--- config.mk ---
export PLATFORM = sky130hd
export DESIGN_NAME = decoder
export DESIGN_NICKNAME = d
export VERILOG_FILES = /design/src/rtl/dec_sym_pkg.sv /design/src/rtl/dec_reg_pkg.sv /design/src/rtl/biphase_to_nrz.sv /design/src/rtl/decoder.sv /design/src/rtl/decoder_regs.sv /design/src/rtl/format_output.sv /design/src/rtl/mrk_spc_decode.sv /design/src/rtl/nrz_derandomizer.sv /design/src/rtl/symbol_demux.sv
export SDC_FILE = /design/constraint.sdc
export NUM_CORES = 1
export LEC_CHECK = 0
export ABC_AREA = 1
export BUFFER_PORTS_ARGS = -buffer_cell sky130_fd_sc_hd__buf_2
export CAP_MARGIN = 0
export CORE_MARGIN = 3
export CORE_UTILIZATION = 45
export DETAILED_ROUTE_END_ITERATION = 8
export PLACE_DENSITY = 0.67
export SLEW_MARGIN = 5
export SYNTH_ARGS = -nofsm -noshare
export SYNTH_HDL_FRONTEND = slang
export SYNTH_HIERARCHICAL = 1
export SYNTH_SLANG_ARGS = --single-unit
--- constraint.sdc ---
create_clock -name ck933 -period 1.6 [get_ports ck933]
set_input_delay 0.08 -clock ck933 [delete_from_list [all_inputs] [get_ports ck933]]
set_output_delay 0.08 -clock ck933 [all_outputs]
set_load 0.01 [all_outputs]
--- src/rtl/dec_sym_pkg.sv ---
/*
  Decoder symbol path definitions
  Soft decision types, differential decoding modes and datapath constants
*/

package dec_sym_pkg;

  // --------------------------------------------------
  // Soft decisions
  // --------------------------------------------------

  // Offset binary, bit 2 is the hard decision
  // 3'b111 strong one, 3'b000 strong zero
  typedef logic [2:0] soft_t;

  // One I/Q pair as it moves between stages
  typedef struct packed {
    soft_t i;
    soft_t q;
  } iq_soft_t;

  // Differential decoding selection
  typedef enum logic [1:0] {
    DEC_NRZL = 2'd0,
    DEC_NRZM = 2'd1,
    DEC_NRZS = 2'd2
  } decode_mode_t;

  // --------------------------------------------------
  // Pipeline constants
  // --------------------------------------------------

  // Descrambler length, taps at the two last stages
  localparam int LFSR_LEN = 15;

  // Datapath latency in twice-rate strobes, NRZ-L without biphase
  localparam int PIPE_LAT = 4;

endpackage

--- src/rtl/dec_reg_pkg.sv ---
/*
  Decoder register map
  Bus types, register addresses and the decoded mode word
*/

package dec_reg_pkg;

  // --------------------------------------------------
  // Bus types
  // --------------------------------------------------

  typedef logic [11:0] reg_addr_t;
  typedef logic [15:0] reg_data_t;

  // --------------------------------------------------
  // Address map
  // --------------------------------------------------

  // Mode word, read/write
  localparam reg_addr_t ADDR_MODE = 12'h040;
  // Identification word, read only
  localparam reg_addr_t ADDR_ID   = 12'h041;
  localparam reg_data_t ID_VALUE  = 16'hDC01;

  // Mode word fields, bit 11 down to bit 0
  // Upper four bits of the word are not stored
  typedef struct packed {
    dec_sym_pkg::decode_mode_t mode;
    logic                      sign_mag;
    logic                      biphase;
    logic                      swap;
    logic                      fqpsk;
    logic                      demux;
    logic                      derandomize;
    logic                      data_inv;
    logic                      clk_sel;
    logic                      clk_inv;
    logic                      fifo_rs;
  } dec_ctrl_t;

endpackage

--- src/rtl/biphase_to_nrz.sv ---
/*
  Biphase to NRZ converter
  Pairs the two half-symbols of a Manchester bit into one soft decision
*/
`timescale 1ns/1ps

module biphase_to_nrz (
  input  logic               ck933,
  input  logic               rs,
  input  logic               symb_clk_en_i,
  input  logic               enable_i,
  input  dec_sym_pkg::soft_t symb_i,
  output dec_sym_pkg::soft_t nrz_o,
  output logic               bi_en_o
);
  import dec_sym_pkg::*;

  soft_t      first_half;
  soft_t      larger;
  soft_t      decision;
  soft_t      nrz_q;
  logic       phase;
  logic       sign;
  logic [1:0] strength;

  // High half first means a one
  assign sign     = first_half > symb_i;
  assign larger   = sign ? first_half : symb_i;
  // Weak result when neither half reaches the upper range
  assign strength = larger[2] ? larger[1:0] : 2'b00;
  assign decision = sign ? {1'b1, strength} : {1'b0, ~strength};

  // First half kept for pairing
  always_ff @(posedge ck933 or posedge rs) begin
    if (rs)
      first_half <= '0;
    else if (symb_clk_en_i && !phase)
      first_half <= symb_i;
  end

  always_ff @(posedge ck933 or posedge rs) begin
    if (rs) begin
      phase <= 1'b0;
      nrz_q <= '0;
    end else if (!enable_i) begin
      phase <= 1'b0;
    end else if (symb_clk_en_i) begin
      phase <= ~phase;
      // Decision registered on the second half
      if (phase)
        nrz_q <= decision;
    end
  end

  // Release the held decision on the next first-half strobe
  assign nrz_o   = enable_i ? nrz_q : symb_i;
  assign bi_en_o = symb_clk_en_i & (~enable_i | ~phase);

  a_release_known: assert property (@(posedge ck933) disable iff (rs)
    bi_en_o |-> !$isunknown(nrz_o))
    else $error("bi_en_o released an unknown NRZ decision");

endmodule

--- src/rtl/decoder.sv ---
/*
  Telemetry bit decoder, top level
  Biphase, mark/space, demux, descrambler and formatting stages
  plus the data clock strobe and the control outputs
*/
`timescale 1ns/1ps

module decoder (
  input  logic                   ck933,
  input  logic                   rs,
  input  logic                   en_i,
  input  logic                   wr0_i,
  input  logic                   wr1_i,
  input  dec_reg_pkg::reg_addr_t addr_i,
  input  dec_reg_pkg::reg_data_t din_i,
  output dec_reg_pkg::reg_data_t dout_o,
  input  logic                   symb_clk_en_i,
  input  logic                   symb_clk_2x_en_i,
  input  dec_sym_pkg::soft_t     symb_i_i,
  input  dec_sym_pkg::soft_t     symb_q_i,
  output dec_sym_pkg::soft_t     soft_i_o,
  output dec_sym_pkg::soft_t     soft_q_o,
  output logic                   dout_i_o,
  output logic                   dout_q_o,
  output logic                   cout_o,
  output logic                   fifo_rs_o,
  output logic                   clk_inv_o
);
  import dec_sym_pkg::*;
  import dec_reg_pkg::*;

  dec_ctrl_t ctrl;
  soft_t     nrz_i, nrz_q, q_align, dec_i, dec_q;
  logic      bi_en;
  iq_soft_t  dec_pair, sel_pair, derand_pair;

  // --------------------------------------------------
  // Registers
  // --------------------------------------------------
  decoder_regs i_regs (.ck933, .rs, .en_i, .wr0_i, .wr1_i, .addr_i, .din_i,
    .dout_o, .ctrl_o(ctrl));

  assign fifo_rs_o = ctrl.fifo_rs;
  assign clk_inv_o = ctrl.clk_inv;

  // --------------------------------------------------
  // Biphase and mark/space
  // --------------------------------------------------
  biphase_to_nrz i_biphase (.ck933, .rs, .symb_clk_en_i, .enable_i(ctrl.biphase),
    .symb_i(symb_i_i), .nrz_o(nrz_i), .bi_en_o(bi_en));

  // Q held with the second half so it lines up with the I decision
  always_ff @(posedge ck933 or posedge rs) begin
    if (rs)
      q_align <= '0;
    else if (symb_clk_en_i && ctrl.biphase && !bi_en)
      q_align <= symb_q_i;
  end
  assign nrz_q = ctrl.biphase ? q_align : symb_q_i;

  mrk_spc_decode i_mrk_spc_i (.ck933, .rs, .clk_en_i(symb_clk_en_i), .bi_en_i(bi_en),
    .mode_i(ctrl.mode), .din_i(nrz_i), .dout_o(dec_i));
  mrk_spc_decode i_mrk_spc_q (.ck933, .rs, .clk_en_i(symb_clk_en_i), .bi_en_i(bi_en),
    .mode_i(ctrl.mode), .din_i(nrz_q), .dout_o(dec_q));

  assign dec_pair = '{i: dec_i, q: dec_q};

  // --------------------------------------------------
  // Demux, descrambler, formatting
  // --------------------------------------------------
  symbol_demux i_demux (.ck933, .rs, .symb_clk_en_i, .symb_clk_2x_en_i, .ctrl_i(ctrl),
    .dec_i(dec_pair), .sel_o(sel_pair));

  nrz_derandomizer i_derand (.ck933, .rs, .clk_en_i(symb_clk_2x_en_i),
    .derand_i(ctrl.derandomize), .inv_i(ctrl.data_inv), .din_i(sel_pair),
    .dout_o(derand_pair));

  format_output i_format_i (.ck933, .rs, .clk_en_i(symb_clk_2x_en_i),
    .sign_mag_i(ctrl.sign_mag), .din_i(derand_pair.i), .dout_o(soft_i_o));
  format_output i_format_q (.ck933, .rs, .clk_en_i(symb_clk_2x_en_i),
    .sign_mag_i(ctrl.sign_mag), .din_i(derand_pair.q), .dout_o(soft_q_o));

  // Hard bits for the serial outputs
  assign dout_i_o = soft_i_o[2];
  assign dout_q_o = soft_q_o[2];

  // Data clock strobe, biphase rate first
  assign cout_o = ctrl.biphase ? bi_en :
                  ctrl.clk_sel ? symb_clk_en_i : symb_clk_2x_en_i;

endmodule

--- src/rtl/decoder_regs.sv ---
/*
  Decoder register bank
  Mode word with byte-lane writes, identification word, read mux
*/
`timescale 1ns/1ps

module decoder_regs (
  input  logic                   ck933,
  input  logic                   rs,
  input  logic                   en_i,
  input  logic                   wr0_i,
  input  logic                   wr1_i,
  input  dec_reg_pkg::reg_addr_t addr_i,
  input  dec_reg_pkg::reg_data_t din_i,
  output dec_reg_pkg::reg_data_t dout_o,
  output dec_reg_pkg::dec_ctrl_t ctrl_o
);
  import dec_reg_pkg::*;

  logic [$bits(dec_ctrl_t)-1:0] mode_q;
  logic                         mode_sel;

  assign mode_sel = en_i && (addr_i == ADDR_MODE);

  // Low byte on wr0, high lane on wr1
  always_ff @(posedge ck933 or posedge rs) begin
    if (rs) begin
      mode_q <= '0;
    end else if (mode_sel) begin
      if (wr0_i)
        mode_q[7:0] <= din_i[7:0];
      if (wr1_i)
        mode_q[11:8] <= din_i[11:8];
    end
  end

  assign ctrl_o = dec_ctrl_t'(mode_q);

  // Combinational read, zero when not selected
  always_comb begin
    dout_o = '0;
    if (en_i) begin
      case (addr_i)
        ADDR_MODE: dout_o = {4'h0, mode_q};
        ADDR_ID:   dout_o = ID_VALUE;
        default:   dout_o = '0;
      endcase
    end
  end

  a_wr_needs_en: assert property (@(posedge ck933) disable iff (rs)
    (wr0_i || wr1_i) |-> en_i)
    else $error("register write strobe without en_i");

endmodule

--- src/rtl/format_output.sv ---
/*
  Soft output formatter, one rail
  Offset binary or sign-magnitude
*/
`timescale 1ns/1ps

module format_output (
  input  logic               ck933,
  input  logic               rs,
  input  logic               clk_en_i,
  input  logic               sign_mag_i,
  input  dec_sym_pkg::soft_t din_i,
  output dec_sym_pkg::soft_t dout_o
);

  logic [1:0] mag;

  // Negative half counts down in offset binary
  // so the magnitude is flipped there
  assign mag = din_i[2] ? din_i[1:0] : ~din_i[1:0];

  // --------------------------------------------------
  // Output register
  // --------------------------------------------------
  always_ff @(posedge ck933 or posedge rs) begin
    if (rs) begin
      dout_o <= '0;
    end else if (clk_en_i) begin
      if (sign_mag_i)
        dout_o <= {din_i[2], mag};
      else
        dout_o <= din_i;
    end
  end

endmodule

--- src/rtl/mrk_spc_decode.sv ---
/*
  Mark/space differential decoder, one rail
  Recovers NRZ-L from NRZ-M or NRZ-S, soft magnitude kept
*/
`timescale 1ns/1ps

module mrk_spc_decode (
  input  logic                      ck933,
  input  logic                      rs,
  input  logic                      clk_en_i,
  input  logic                      bi_en_i,
  input  dec_sym_pkg::decode_mode_t mode_i,
  input  dec_sym_pkg::soft_t        din_i,
  output dec_sym_pkg::soft_t        dout_o
);
  import dec_sym_pkg::*;

  logic last_hard;
  logic hard;
  logic step;

  // Only symbols released by the biphase stage
  assign step = clk_en_i & bi_en_i;

  // --------------------------------------------------
  // Hard bit recovery
  // --------------------------------------------------
  always_comb begin
    case (mode_i)
      // Transition means one
      DEC_NRZM: hard = din_i[2] ^ last_hard;
      // No transition means one
      DEC_NRZS: hard = ~(din_i[2] ^ last_hard);
      default:  hard = din_i[2];
    endcase
  end

  // --------------------------------------------------
  // Output register
  // --------------------------------------------------
  always_ff @(posedge ck933 or posedge rs) begin
    if (rs) begin
      last_hard <= 1'b0;
      dout_o    <= '0;
    end else if (step) begin
      last_hard <= din_i[2];
      // Magnitude bits untouched
      dout_o    <= {hard, din_i[1:0]};
    end
  end

endmodule

--- src/rtl/nrz_derandomizer.sv ---
/*
  Randomized NRZ-L descrambler with data inversion
  Self-synchronizing, taps at stages 15 and 14, both rails
*/
`timescale 1ns/1ps

module nrz_derandomizer (
  input  logic                  ck933,
  input  logic                  rs,
  input  logic                  clk_en_i,
  input  logic                  derand_i,
  input  logic                  inv_i,
  input  dec_sym_pkg::iq_soft_t din_i,
  output dec_sym_pkg::iq_soft_t dout_o
);
  import dec_sym_pkg::*;

  logic [LFSR_LEN-1:0] shift_q;
  logic                descr_bit;
  soft_t               rail_i;
  soft_t               rail_q;

  // Received bit against stages 15 and 14
  assign descr_bit = din_i.i[2] ^ shift_q[LFSR_LEN-1] ^ shift_q[LFSR_LEN-2];

  // Bypass or descrambled hard bit, magnitudes kept
  always_comb begin
    rail_i = din_i.i;
    rail_q = din_i.q;
    if (derand_i) begin
      rail_i[2] = descr_bit;
      rail_q[2] = descr_bit;
    end
  end

  // --------------------------------------------------
  // Shift register and output
  // --------------------------------------------------
  always_ff @(posedge ck933 or posedge rs) begin
    if (rs) begin
      shift_q <= '0;
      dout_o  <= '0;
    end else if (clk_en_i) begin
      // Fed with received, still scrambled bits
      shift_q  <= {shift_q[LFSR_LEN-2:0], din_i.i[2]};
      dout_o.i <= inv_i ? ~rail_i : rail_i;
      dout_o.q <= inv_i ? ~rail_q : rail_q;
    end
  end

endmodule

--- src/rtl/symbol_demux.sv ---
/*
  QPSK/OQPSK and FQPSK demultiplexer
  Interleaves I and Q at twice the symbol rate, or passes the pair
*/
`timescale 1ns/1ps

module symbol_demux (
  input  logic                   ck933,
  input  logic                   rs,
  input  logic                   symb_clk_en_i,
  input  logic                   symb_clk_2x_en_i,
  input  dec_reg_pkg::dec_ctrl_t ctrl_i,
  input  dec_sym_pkg::iq_soft_t  dec_i,
  output dec_sym_pkg::iq_soft_t  sel_o
);
  import dec_sym_pkg::*;

  iq_soft_t dec_dly;
  iq_soft_t demux_nxt;
  iq_soft_t fqpsk_nxt;
  logic     i_slot;

  // I slot on the symbol strobe, Q slot when swapped
  assign i_slot = ctrl_i.swap ^ symb_clk_en_i;

  // --------------------------------------------------
  // QPSK / OQPSK
  // --------------------------------------------------
  always_comb begin
    demux_nxt.i = i_slot ? dec_i.i : dec_i.q;
    demux_nxt.q = dec_i.q;
  end

  // --------------------------------------------------
  // FQPSK
  // --------------------------------------------------

  // Previous pair at the twice rate
  always_ff @(posedge ck933 or posedge rs) begin
    if (rs)
      dec_dly <= '0;
    else if (symb_clk_2x_en_i)
      dec_dly <= dec_i;
  end

  // Delayed I combined with Q, Q inverted on alternate halves
  always_comb begin
    fqpsk_nxt.i = i_slot ? (dec_dly.i ^ dec_i.q) : (dec_dly.i ^ ~dec_i.q);
    fqpsk_nxt.q = dec_dly.q;
  end

  // --------------------------------------------------
  // Output selection
  // --------------------------------------------------
  always_ff @(posedge ck933 or posedge rs) begin
    if (rs) begin
      sel_o <= '0;
    end else if (symb_clk_2x_en_i) begin
      // FQPSK wins over plain demux
      if (ctrl_i.fqpsk)
        sel_o <= fqpsk_nxt;
      else if (ctrl_i.demux)
        sel_o <= demux_nxt;
      else
        sel_o <= dec_i;
    end
  end

  // Symbol strobe must coincide with a twice-rate strobe,
  // else the I/Q slot order is lost
  a_strobe_align: assert property (@(posedge ck933) disable iff (rs)
    symb_clk_en_i |-> symb_clk_2x_en_i)
    else $error("symbol strobe without twice-rate strobe");

endmodule

==> summary.md, run 1 <==
| Metric | Value |
|---|---|
| Outcome | complete, no violations |
| Total of max-cap violations | 0 |
| HPWL after DPL | 5950 microns |
| Largest cells by area after synthesis | dfrtp_1, nand2_1, nand3_1, inv_1, o21ai_0 |
| Worst-case vdd ir drop | 0.738 mV |
| First DRT Iteration DRCs | 97 |
| Fin util | 56.8% |
| Largest area contributor in the netlist | dfrtp_1 |
| FF-to-FF End | i_biphase/nrz_q[0]$_DFFE_PP0P_ |
| Synth Register Bits | 69 |
| First-pass GRT wire length | 13700 microns |
| Cells after Synth | 505 |
| Wirelength per Cell | about 12 microns |
| Number of global-route vias before repair | 3208 |
| Commonest non-fill, non-tap cells in the layout | nand2_1, dfrtp_1, buf_2 |
| DR DRC count | 0 |
| Leakage Power | 2.50 nW |
| R2R Setup Slk | 0.17 ns |
| Nets@finish | 632 |
| Row count | 32 |
| Clk_lat worst skew | around 0.35 ns |
| Area growth syn-to-layout | 19.3% |
| Max-slew violations | 0 |
| Worst setup path end | cout_o |
| Post-Syn Area | about 3800 sq um |
| Setup TNS | 0 ns |
| Root buffer cell | clkbuf_8 |
| Most common cell after layout, fill and taps aside | nand2_1 |
| Via count | ~3400 |
| Final hold violation count | 0 |
| Post-layout min period | between 1 and 1.5 ns |
| Post-synth top area share | 45.5% |
| Net Count, Synth | 553 |
| Final Cycle Share | between 90 and 100% |
| Reg2reg path depth | 8 |
| Critical setup path kind | reg2out |
| Detail Route Antenna Nets | 0 |
| Crit path max fanout | 10 |
| Critical path startpoint category | register |
| Ys Warns | 6 |
| Grt total ovfl | 0 |
| Clock Path Buffers | 2 |
| Clk sinks | 69 |
| CTS tree | built |
| Max Freq | between 600 and 700 MHz |
| Setup slack after layout | 0.136 ns |
| Via/cell ratio | 4.86 |
| Design Power | just over 4 mW |
| RR Startpoint | i_biphase/first_half[2]$_DFFE_PP0P_ |
| Non-filler instance count after layout | ~700 |
| Post-Place Cells | 659 |
| Num CTS Buffers | 9 |
| Core Area | approximately 8000 sq um |
| Starting Density | between 40% and 50% |
| Largest net degree at the start of global routing | 39 |
| # diodes | 0 |
| Final setup viols | 0 |
| Post-place setup slack | 0.169 ns |
| Synth unique cells | 28 |
| Min-delay src | symb_i_i[1] |
| Final WL | 8000 microns |
| Die extent in y | 97.8 microns |
| Htree depth | 3 |
| Pre-Repair DR Iteration Count | 5 |
| Critical path origin | i_regs/ctrl_o[8]$_DFFE_PP0P_ |
| IO Pins | 68 |
| Clk_skew | a little over 0.008 ns |
| PortBufs | slightly above 60 |
| Reg clk slew, reported paths | 0.07 ns |
| Worst endpoint required time | 1.52 ns |
| Setup bufs post-CTS | 0 |
| Initial antenna violation count | 0 |
| Sequential fraction of the synthesis area | 45.5% |
| Layout cells sized above 1 | 20.5% |
| Critical Path AT | between 1 and 1.5 ns |
| RSZ-0062 raised after global routing | false |
| Critical Path Sink Type | output pin |
| Worst Hold Class | in2reg |
| Syn_area_per_cell | 7.51 sq um |
| Total track usage | 17.2% |
| Die area | roughly 9600 sq um |
| Power Density | 913 nW/um^2 |
| RD Place Congestion | between 0.8 and 0.9 |
| Die width | around 98 microns |
## per-stage QoR
step                      area (sq um)  hold slack (ns)
after floorplan                   3790           -0.166
after global routing              4530           0.0490
final                             4530           0.0244
after detailed placement          4160           0.0798
after global placement            4160           0.0722
after CTS                         4510           0.0134
## synthesized netlist by cell type (all sizes together)
library cell	instances
a21boi	1
dfrtp	69
a21oi	4
o21ai	29
nor2	21
or2	4
o21a	1
conb	1
ha	7
inv	72
xnor2	4
mux2	4
buf	18
nand2	204
nand3	51
nand4	15
## worst min path at each step
stage,slack (ns),to,cells after the start
finish,0.02,i_biphase/nrz_q[1]$_DFFE_PP0P_,4
global route,0.05,i_regs/ctrl_o[10]$_DFFE_PP0P_,3
CTS,0.01,i_biphase/nrz_q[1]$_DFFE_PP0P_,4
detailed placement,0.08,i_format_q/dout_o[2]$_DFFE_PP0P_,2
global placement,0.07,i_format_q/dout_o[2]$_DFFE_PP0P_,2
floorplan,-0.17,i_format_i/dout_o[0]$_DFFE_PP0P_,1
## area by class of cell
class / count / area [sq um]
clock buffers: 9 / 124
clock inverters: 7 / 75.1
fillers: 757 / 3440
inverters: 72 / 270
multi-input cells: 346 / 1670
flip-flops and latches: 69 / 1730
well taps: 102 / 128
repair buffers: 86 / 531
## registers in the layout (all words and copies together), names as in the netlist, 6 cells and up
name / count
i_regs/ctrl_o: 12
i_derand/shift_q: 15
i_demux/sel_o: 6
i_demux/dec_dly: 6
i_derand/dout_o: 6
## power breakdown
part	switching (mW)	internal [mW]	leakage, nW
clock network	0.688	0.723	0.0918
registers	0.130	1.93	0.898
logic	0.376	0.284	1.51
## logic make-up after synthesis
kind of cell    synth area share, %
mux                            1.58
simple gates                   34.0
fa+ha+maj                      2.31
flops                          45.5
other cells                  0.0988
xor+xnor                      0.923
buf+inv                        10.7
compound gates                 4.85
## worst max-delay path: stages, from the launching register on
cell and delay (ns):
dfrtp_2 0.48, a21oi_1 0.17, buf_4 0.15, nand2_1 0.05
nand2_1 0.07, buf_2 0.12
## routing by layer
layer | track usage [%] | wire length [microns]
met1 | 19.7 | 3490
met2 | 31.0 | 4060
met3 | 4.36 | 311
met4 | 6.07 | 134
met5 | 0 | 0
## timing repair
action | CTS | global route
endpoints found under the hold margin | 84 | 0
hold buffers | 16 | 0
endpoints found under the setup margin | 0 | 2
gates resized for setup | 0 | 2
Note: power is estimated with default switching activity, not from simulation.
==> run 2, diff against run 1 <==
CORE_MARGIN = 8   (was 3)
==> run 2 against run 1 <==
  * Register-to-register slack got worse by 0.03 ns
  * Highest routed layer unchanged
  * Maximum frequency increased by 0.36%
  * Sequential cell count stayed put
  * Total power increased by 3.6%
  * Critical endpoint unchanged
  * Via count down 0.33%
  * Worst hold slack improved by 0.0066 ns
  * Core utilization decreased by 1.5 points
  * Clock power increased by 9.9%
  * Largest power group unchanged
  * Cell count rose by 0.29%
  * Global-route usage shrank 1.4 points
==> summary.md, run 2 (synthesis gave the netlist of run 1 again) <==
| Metric | Value |
|---|---|
| Outcome | complete, no violations |
| Layout cells sized above 1 | 20.2% (-0.31 points) |
| Design Power | 4.28 mW (+3.6%) |
| Leakage Power | 2.53 nW (+1.1%) |
| Crit path max fanout | 15 (+5) |
| DR DRC count | 0 (unchanged) |
| Max Freq | 686 MHz (+0.36%) |
| Critical Path Sink Type | output pin |
| Post-Place Cells | 662 (+0.46%) |
| Clk_lat worst skew | 0.35 ns (about the same) |
| CTS tree | built |
| HPWL after DPL | 6270 microns (+5.4%) |
| Max reg flops | 15 (unchanged) |
| RSZ-0062 raised after global routing | false |
| Worst-path cell chain | buf_4, inv_2, nand3_1, nand2_1, buf_2 |
| Max-slew violations | 0 (unchanged) |
| First DRT Iteration DRCs | 172 (+77%) |
| Num CTS Buffers | 9 (unchanged) |
| Worst-case vdd ir drop | 0.442 mV (-40%) |
| Detail Route Antenna Nets | 0 (unchanged) |
| Reg clk slew, reported paths | 0.07 ns (about the same) |
| Critical Path AT | 1.38 ns (about the same) |
| Critical path startpoint category | register |
| First-pass GRT wire length | 14600 microns (+6.5%) |
| Post-layout min period | 1.46 ns (-0.00523 ns) |
| Setup slack after layout | 0.141 ns (+0.00523 ns) |
| Final hold violation count | 0 (unchanged) |
| Area growth syn-to-layout | 19.8% |
| Grt total ovfl | 0 (unchanged) |
| Commonest non-fill, non-tap cells in the layout | nand2_1, dfrtp_1, buf_2 |
| Critical setup path kind | reg2out |
| Post-place setup slack | 0.146 ns (-0.0228 ns) |
| Non-Filler Cell Area, Final | 4550 sq um (+0.41%) |
| Pre-Repair DR Iteration Count | 4 (-1) |
| Setup TNS | 0 ns (unchanged) |
| Register area | 1730 sq um (about the same) |
| Wirelength per Cell | 12.2 microns (+5.7%) |
| Hold WS | 0.0310 ns (+0.00661 ns) |
| Via count | 3348 (-0.33%) |
| Largest net degree at the start of global routing | 29 (-26%) |
| Fin util | 55.3% (-1.5 points) |
| Worst Hold Class | in2reg |
| Nets@finish | 632 (unchanged) |
| Fillers | 782 (+3.3%) |
| Core Area | 8220 sq um (+3.1%) |
| Die extent in y | 108 microns (+10%) |
| Largest Register | i_derand/shift_q |
| Clock Path Buffers | 2 (unchanged) |
| Area of the multi-input gates | 1660 sq um (-0.60%) |
| Root buffer cell | clkbuf_8 |
| PortBufs | 62 (unchanged) |
| Crit path max-delay family | buffers and inverters |
| Final Cycle Share | 91.2% (-0.33 points) |
| Power Density | 941 nW/um^2 (+3.1%) |
| CP max stage delay | 0.44 ns (-0.04 ns) |
| Via/cell ratio | 4.83 (-0.62%) |
| Total track usage | 15.8% (-1.4 points) |
| Die width | 108 microns (+10%) |
| Final WL | 8480 microns (+6.0%) |
| Starting Density | 46.2% (-1.4 points) |
| Worst endpoint required time | 1.52 ns (about the same) |
| Area after DPL | 4170 sq um (+0.39%) |
| Clk sinks | 69 (unchanged) |
| Worst Path Buf+Inv | 3 (+1) |
| # diodes | 0 (unchanged) |
| Non-filler instance count after layout | 693 (+0.29%) |
| Initial antenna violation count | 0 (unchanged) |
| Die area | 11600 sq um (+21%) |
| IO Pins | 68 (unchanged) |
| Most common cell after layout, fill and taps aside | nand2_1 |
| Slowest CP cell | dfrtp_1 |
| Row count | 33 (+3.1%) |
| RD Place Congestion | 0.837 (-3.0%) |
| Number of global-route vias before repair | 3320 (+3.5%) |
| Clk_skew | 0.00967 ns (+0.00148 ns) |
| Final setup viols | 0 (unchanged) |
| Total of max-cap violations | 0 (unchanged) |
| Htree depth | 3 (unchanged) |
[run 2: changes by cell type in the layout (fill, tap and decap cells not counted), sizes merged]
| cell | before | now |
|---|---|---|
| bufinv | 1 | 2 |
| clkinvlp | 3 | 0 |
| inv | 73 | 72 |
| clkbuf | 9 | 10 |
| clkinv | 2 | 3 |
[run 2: tightest hold or removal path, stage by stage]
cell	delay, ns
buf_2	0.09
nand3_1	0.07
nand2_1	0.06
nand2_1	0.04
[run 2: worst paths after layout]
check / from / to / slack [ns] / cells past startpoint
max in group asynchronous: rs / i_derand/shift_q[10]$_DFFE_PP0P_ / 0.84 / 4
hold reg to reg: q_align[0]$_DFFE_PP0P_ / q_align[0]$_DFFE_PP0P_ / 0.47 / 2
setup reg to reg: i_biphase/first_half[2]$_DFFE_PP0P_ / i_biphase/nrz_q[0]$_DFFE_PP0P_ / 0.14 / 8
setup / recovery: i_regs/ctrl_o[8]$_DFFE_PP0P_ / cout_o / 0.14 / 5
hold / removal: symb_i_i[1] / i_biphase/nrz_q[1]$_DFFE_PP0P_ / 0.03 / 4
min in group asynchronous: rs / i_format_i/dout_o[2]$_DFFE_PP0P_ / 0.24 / 3
[run 2: layer usage]
metal / vias up / track usage (%) / part of all wire, %
li1: 1725 / - / -
met1: 1554 / 16.9 / 42
met2: 59 / 28.9 / 52
met3: 10 / 4.55 / 4.2
met4: 0 / 5.35 / 1.3
met5: - / 0 / 0
[run 2: timing repair]
| item | CTS | global route |
|---|---|---|
| buffers inserted | 0 | 0 |
| resized for setup | 0 | 1 |
| hold buffers | 16 | 0 |
| endpoints found under the setup margin | 0 | 1 |
| hold endpoints to repair | 68 | 0 |
[run 2: where the power goes]
| group | total [mW] | switching [mW] | internal, mW |
|---|---|---|---|
| combinational | 0.666 | 0.383 | 0.283 |
| sequential | 2.07 | 0.134 | 1.93 |
| clock | 1.55 | 0.644 | 0.903 |
| total | 4.28 | 1.16 | 3.12 |
[run 2: cell type report]
| class | instances | area share, % |
|---|---|---|
| repair buffers | 86 | 11.9 |
| multi-input cells | 346 | 36.6 |
| clock inverters | 5 | 1.65 |
| inverters | 72 | 5.94 |
| clock buffers | 10 | 3.03 |
| flip-flops and latches | 69 | 38.0 |
| well taps | 105 | 2.89 |
==> run 3, diff against run 2 <==
CORE_ASPECT_RATIO = 1.1   (was unset)
==> run 3 against run 2 <==
  * Maximum frequency barely moved
  * Critical path depth did not move
  * Cell count rose by 0.14%
  * Clock skew fell by 0.0038 ns
  * Clock-buffer cell count did not move
  * Largest power group unchanged
==> summary.md, run 3 (synthesis gave the netlist of run 1 again) <==
| Metric | Value |
|---|---|
| Via/cell ratio | 4.78 (-1.1%) |
| Outcome | complete, no violations |
| Grt total ovfl | 0 (unchanged) |
| Total track usage | 15.3% (-0.43 points) |
| # diodes | 0 (unchanged) |
| RR Startpoint | i_biphase/first_half[2]$_DFFE_PP0P_ |
| Number of global-route vias before repair | 3492 (+5.2%) |
| Starting Density | 45.9% (-0.34 points) |
| Total of max-cap violations | 0 (unchanged) |
| Design Power | 3.98 mW (-7.0%) |
| Reg2reg path depth | 8 (unchanged) |
| Initial antenna violation count | 0 (unchanged) |
| Leakage Power | 2.47 nW (-2.2%) |
| Wirelength per Cell | 12.1 microns (-1.1%) |
| Die width | 104 microns (-4.0%) |
| Area growth syn-to-layout | 17.1% |
| Nets@finish | 626 (-0.95%) |
| Core Area | 8280 sq um (+0.73%) |
| Post-layout min period | 1.46 ns (-0.00104 ns) |
| Hold Path Depth | 3 (-1) |
| Setup TNS | 0 ns (unchanged) |
| Most common cell after layout, fill and taps aside | nand2_1 |
| DR DRC count | 0 (unchanged) |
| IO Pins | 68 (unchanged) |
| Final Cycle Share | 91.1% (about the same) |
| Root buffer cell | clkbuf_8 |
| Fillers | 807 (+3.2%) |
| Min-delay src | din_i[7] |
| Max-slew violations | 0 (unchanged) |
| Logic pwr share | 16.2% (+0.6 points) |
| Htree depth | 3 (unchanged) |
| Via count | 3316 (-0.96%) |
| Switching share of power | 29.6% (+2.5 points) |
| Worst-case vdd ir drop | 0.441 mV (about the same) |
| PortBufs | 62 (unchanged) |
| HPWL after DPL | 6370 microns (+1.5%) |
| Detail Route Antenna Nets | 0 (unchanged) |
| Post-place setup slack | 0.170 ns (+0.0243 ns) |
| Max reg flops | 15 (unchanged) |
| Switching Power | 1.18 mW (+1.4%) |
| Register area | 1730 sq um (unchanged) |
| Layout cells sized above 1 | 20.2% (about the same) |
| First DRT Iteration DRCs | 125 (-27%) |
| Clk sinks | 69 (unchanged) |
| Die extent in y | 112 microns (+4.2%) |
| RSZ-0062 raised after global routing | false |
| Final hold violation count | 0 (unchanged) |
| Clk_skew | 0.00585 ns (-0.00382 ns) |
| Final WL | 8400 microns (-0.98%) |
| Worst endpoint required time | 1.52 ns (about the same) |
| FF-to-FF End | i_biphase/nrz_q[0]$_DFFE_PP0P_ |
| Num CTS Buffers | 9 (unchanged) |
| Largest net degree at the start of global routing | 39 (+34%) |
| Critical Path AT | 1.38 ns (about the same) |
| Crit path max fanout | 15 (unchanged) |
| Row count | 35 (+6.1%) |
| Power Density | 895 nW/um^2 (-4.9%) |
| Reg power frac | 52.0% (+3.7 points) |
| Hold endpoint | i_regs/ctrl_o[7]$_DFFE_PP0P_ |
| R2R Setup Slk | 0.15 ns (about the same) |
| CTS tree | built |
| Clock Path Buffers | 2 (unchanged) |
| Reg clk slew, reported paths | 0.07 ns (about the same) |
| Critical path startpoint category | register |
| Internal | 2.80 mW (-10%) |
| Commonest non-fill, non-tap cells in the layout | nand2_1, dfrtp_1, buf_2 |
| Critical setup path kind | reg2out |
| Die area | 11600 sq um (about the same) |
| Final setup viols | 0 (unchanged) |
| Worst Hold Class | in2reg |
| Area of the multi-input gates | 1660 sq um (-0.15%) |
| Pre-Repair DR Iteration Count | 4 (unchanged) |
| RD Place Congestion | 0.818 (-2.2%) |
| Critical Path Sink Type | output pin |
| Clock share of power | 31.8% (-4.3 points) |
| Max Freq | 686 MHz (about the same) |
| Largest Register | i_derand/shift_q |
| Critical path origin | i_regs/ctrl_o[8]$_DFFE_PP0P_ |
| Hold WS | 0.0110 ns (-0.0200 ns) |
| Setup slack after layout | 0.142 ns (+0.00104 ns) |
| Clk_lat worst skew | 0.34 ns (about the same) |
| First-pass GRT wire length | 15000 microns (+2.7%) |
-- run 3: final cells by class --
type | instances | area share (%)
Clock buffer | 10 | 3.10
Clock inverter | 6 | 0.873
Inverter | 72 | 6.08
Multi-Input combinational cell | 346 | 37.3
Sequential cell | 69 | 38.8
Tap cell | 111 | 3.12
Timing Repair Buffer | 80 | 10.6
-- run 3: worst max-delay path: stages, from the launching register on --
cell	delay [ns]
dfrtp_1	0.46
buf_4	0.25
inv_2	0.07
nand3_1	0.08
nand2_1	0.06
buf_2	0.13
-- run 3: metrics by stage --
step	instances	utilization [%]	instance area [sq um]
CTS	694	53.7	4450
detailed placement	667	50.2	4160
floorplan	505	-	3790
global route	694	53.7	4450
global placement	667	50.2	4160
finish	694	53.7	4450
-- run 3: worst max-delay path by stage --
stage	to	slack (ns)	cells past startpoint
floorplan	i_mrk_spc_q/dout_o[0]$_DFFE_PP0P_	0.17	4
global placement	i_biphase/nrz_q[0]$_DFFE_PP0P_	0.22	8
detailed placement	i_biphase/nrz_q[0]$_DFFE_PP0P_	0.17	8
CTS	cout_o	0.11	5
global route	cout_o	0.01	5
finish	cout_o	0.14	5
-- run 3: what timing repair did --
| item | in CTS | in global routing |
|---|---|---|
| hold buffers | 11 | 0 |
| hold endpoints to repair | 65 | 0 |
| setup endpoints to repair | 0 | 0 |
| buffers inserted | 0 | 0 |
| resized for setup | 0 | 0 |
-- run 3: layer usage --
metal / part of all wire, % / GRT usage [%]
met1: 42 / 16.9
met2: 54 / 27.8
met3: 3.5 / 3.78
met4: 0.75 / 5.59
met5: 0 / 0
-- run 3: power by group through the flow --
stage	Sequential, mW	Clock [mW]	Combinational, mW
detailed placement	2.10	0	0.630
CTS	2.07	1.32	0.653
global route	2.10	1.40	0.749
finish	2.07	1.26	0.645
floorplan	2.08	0	0.457
global placement	2.09	0	0.605
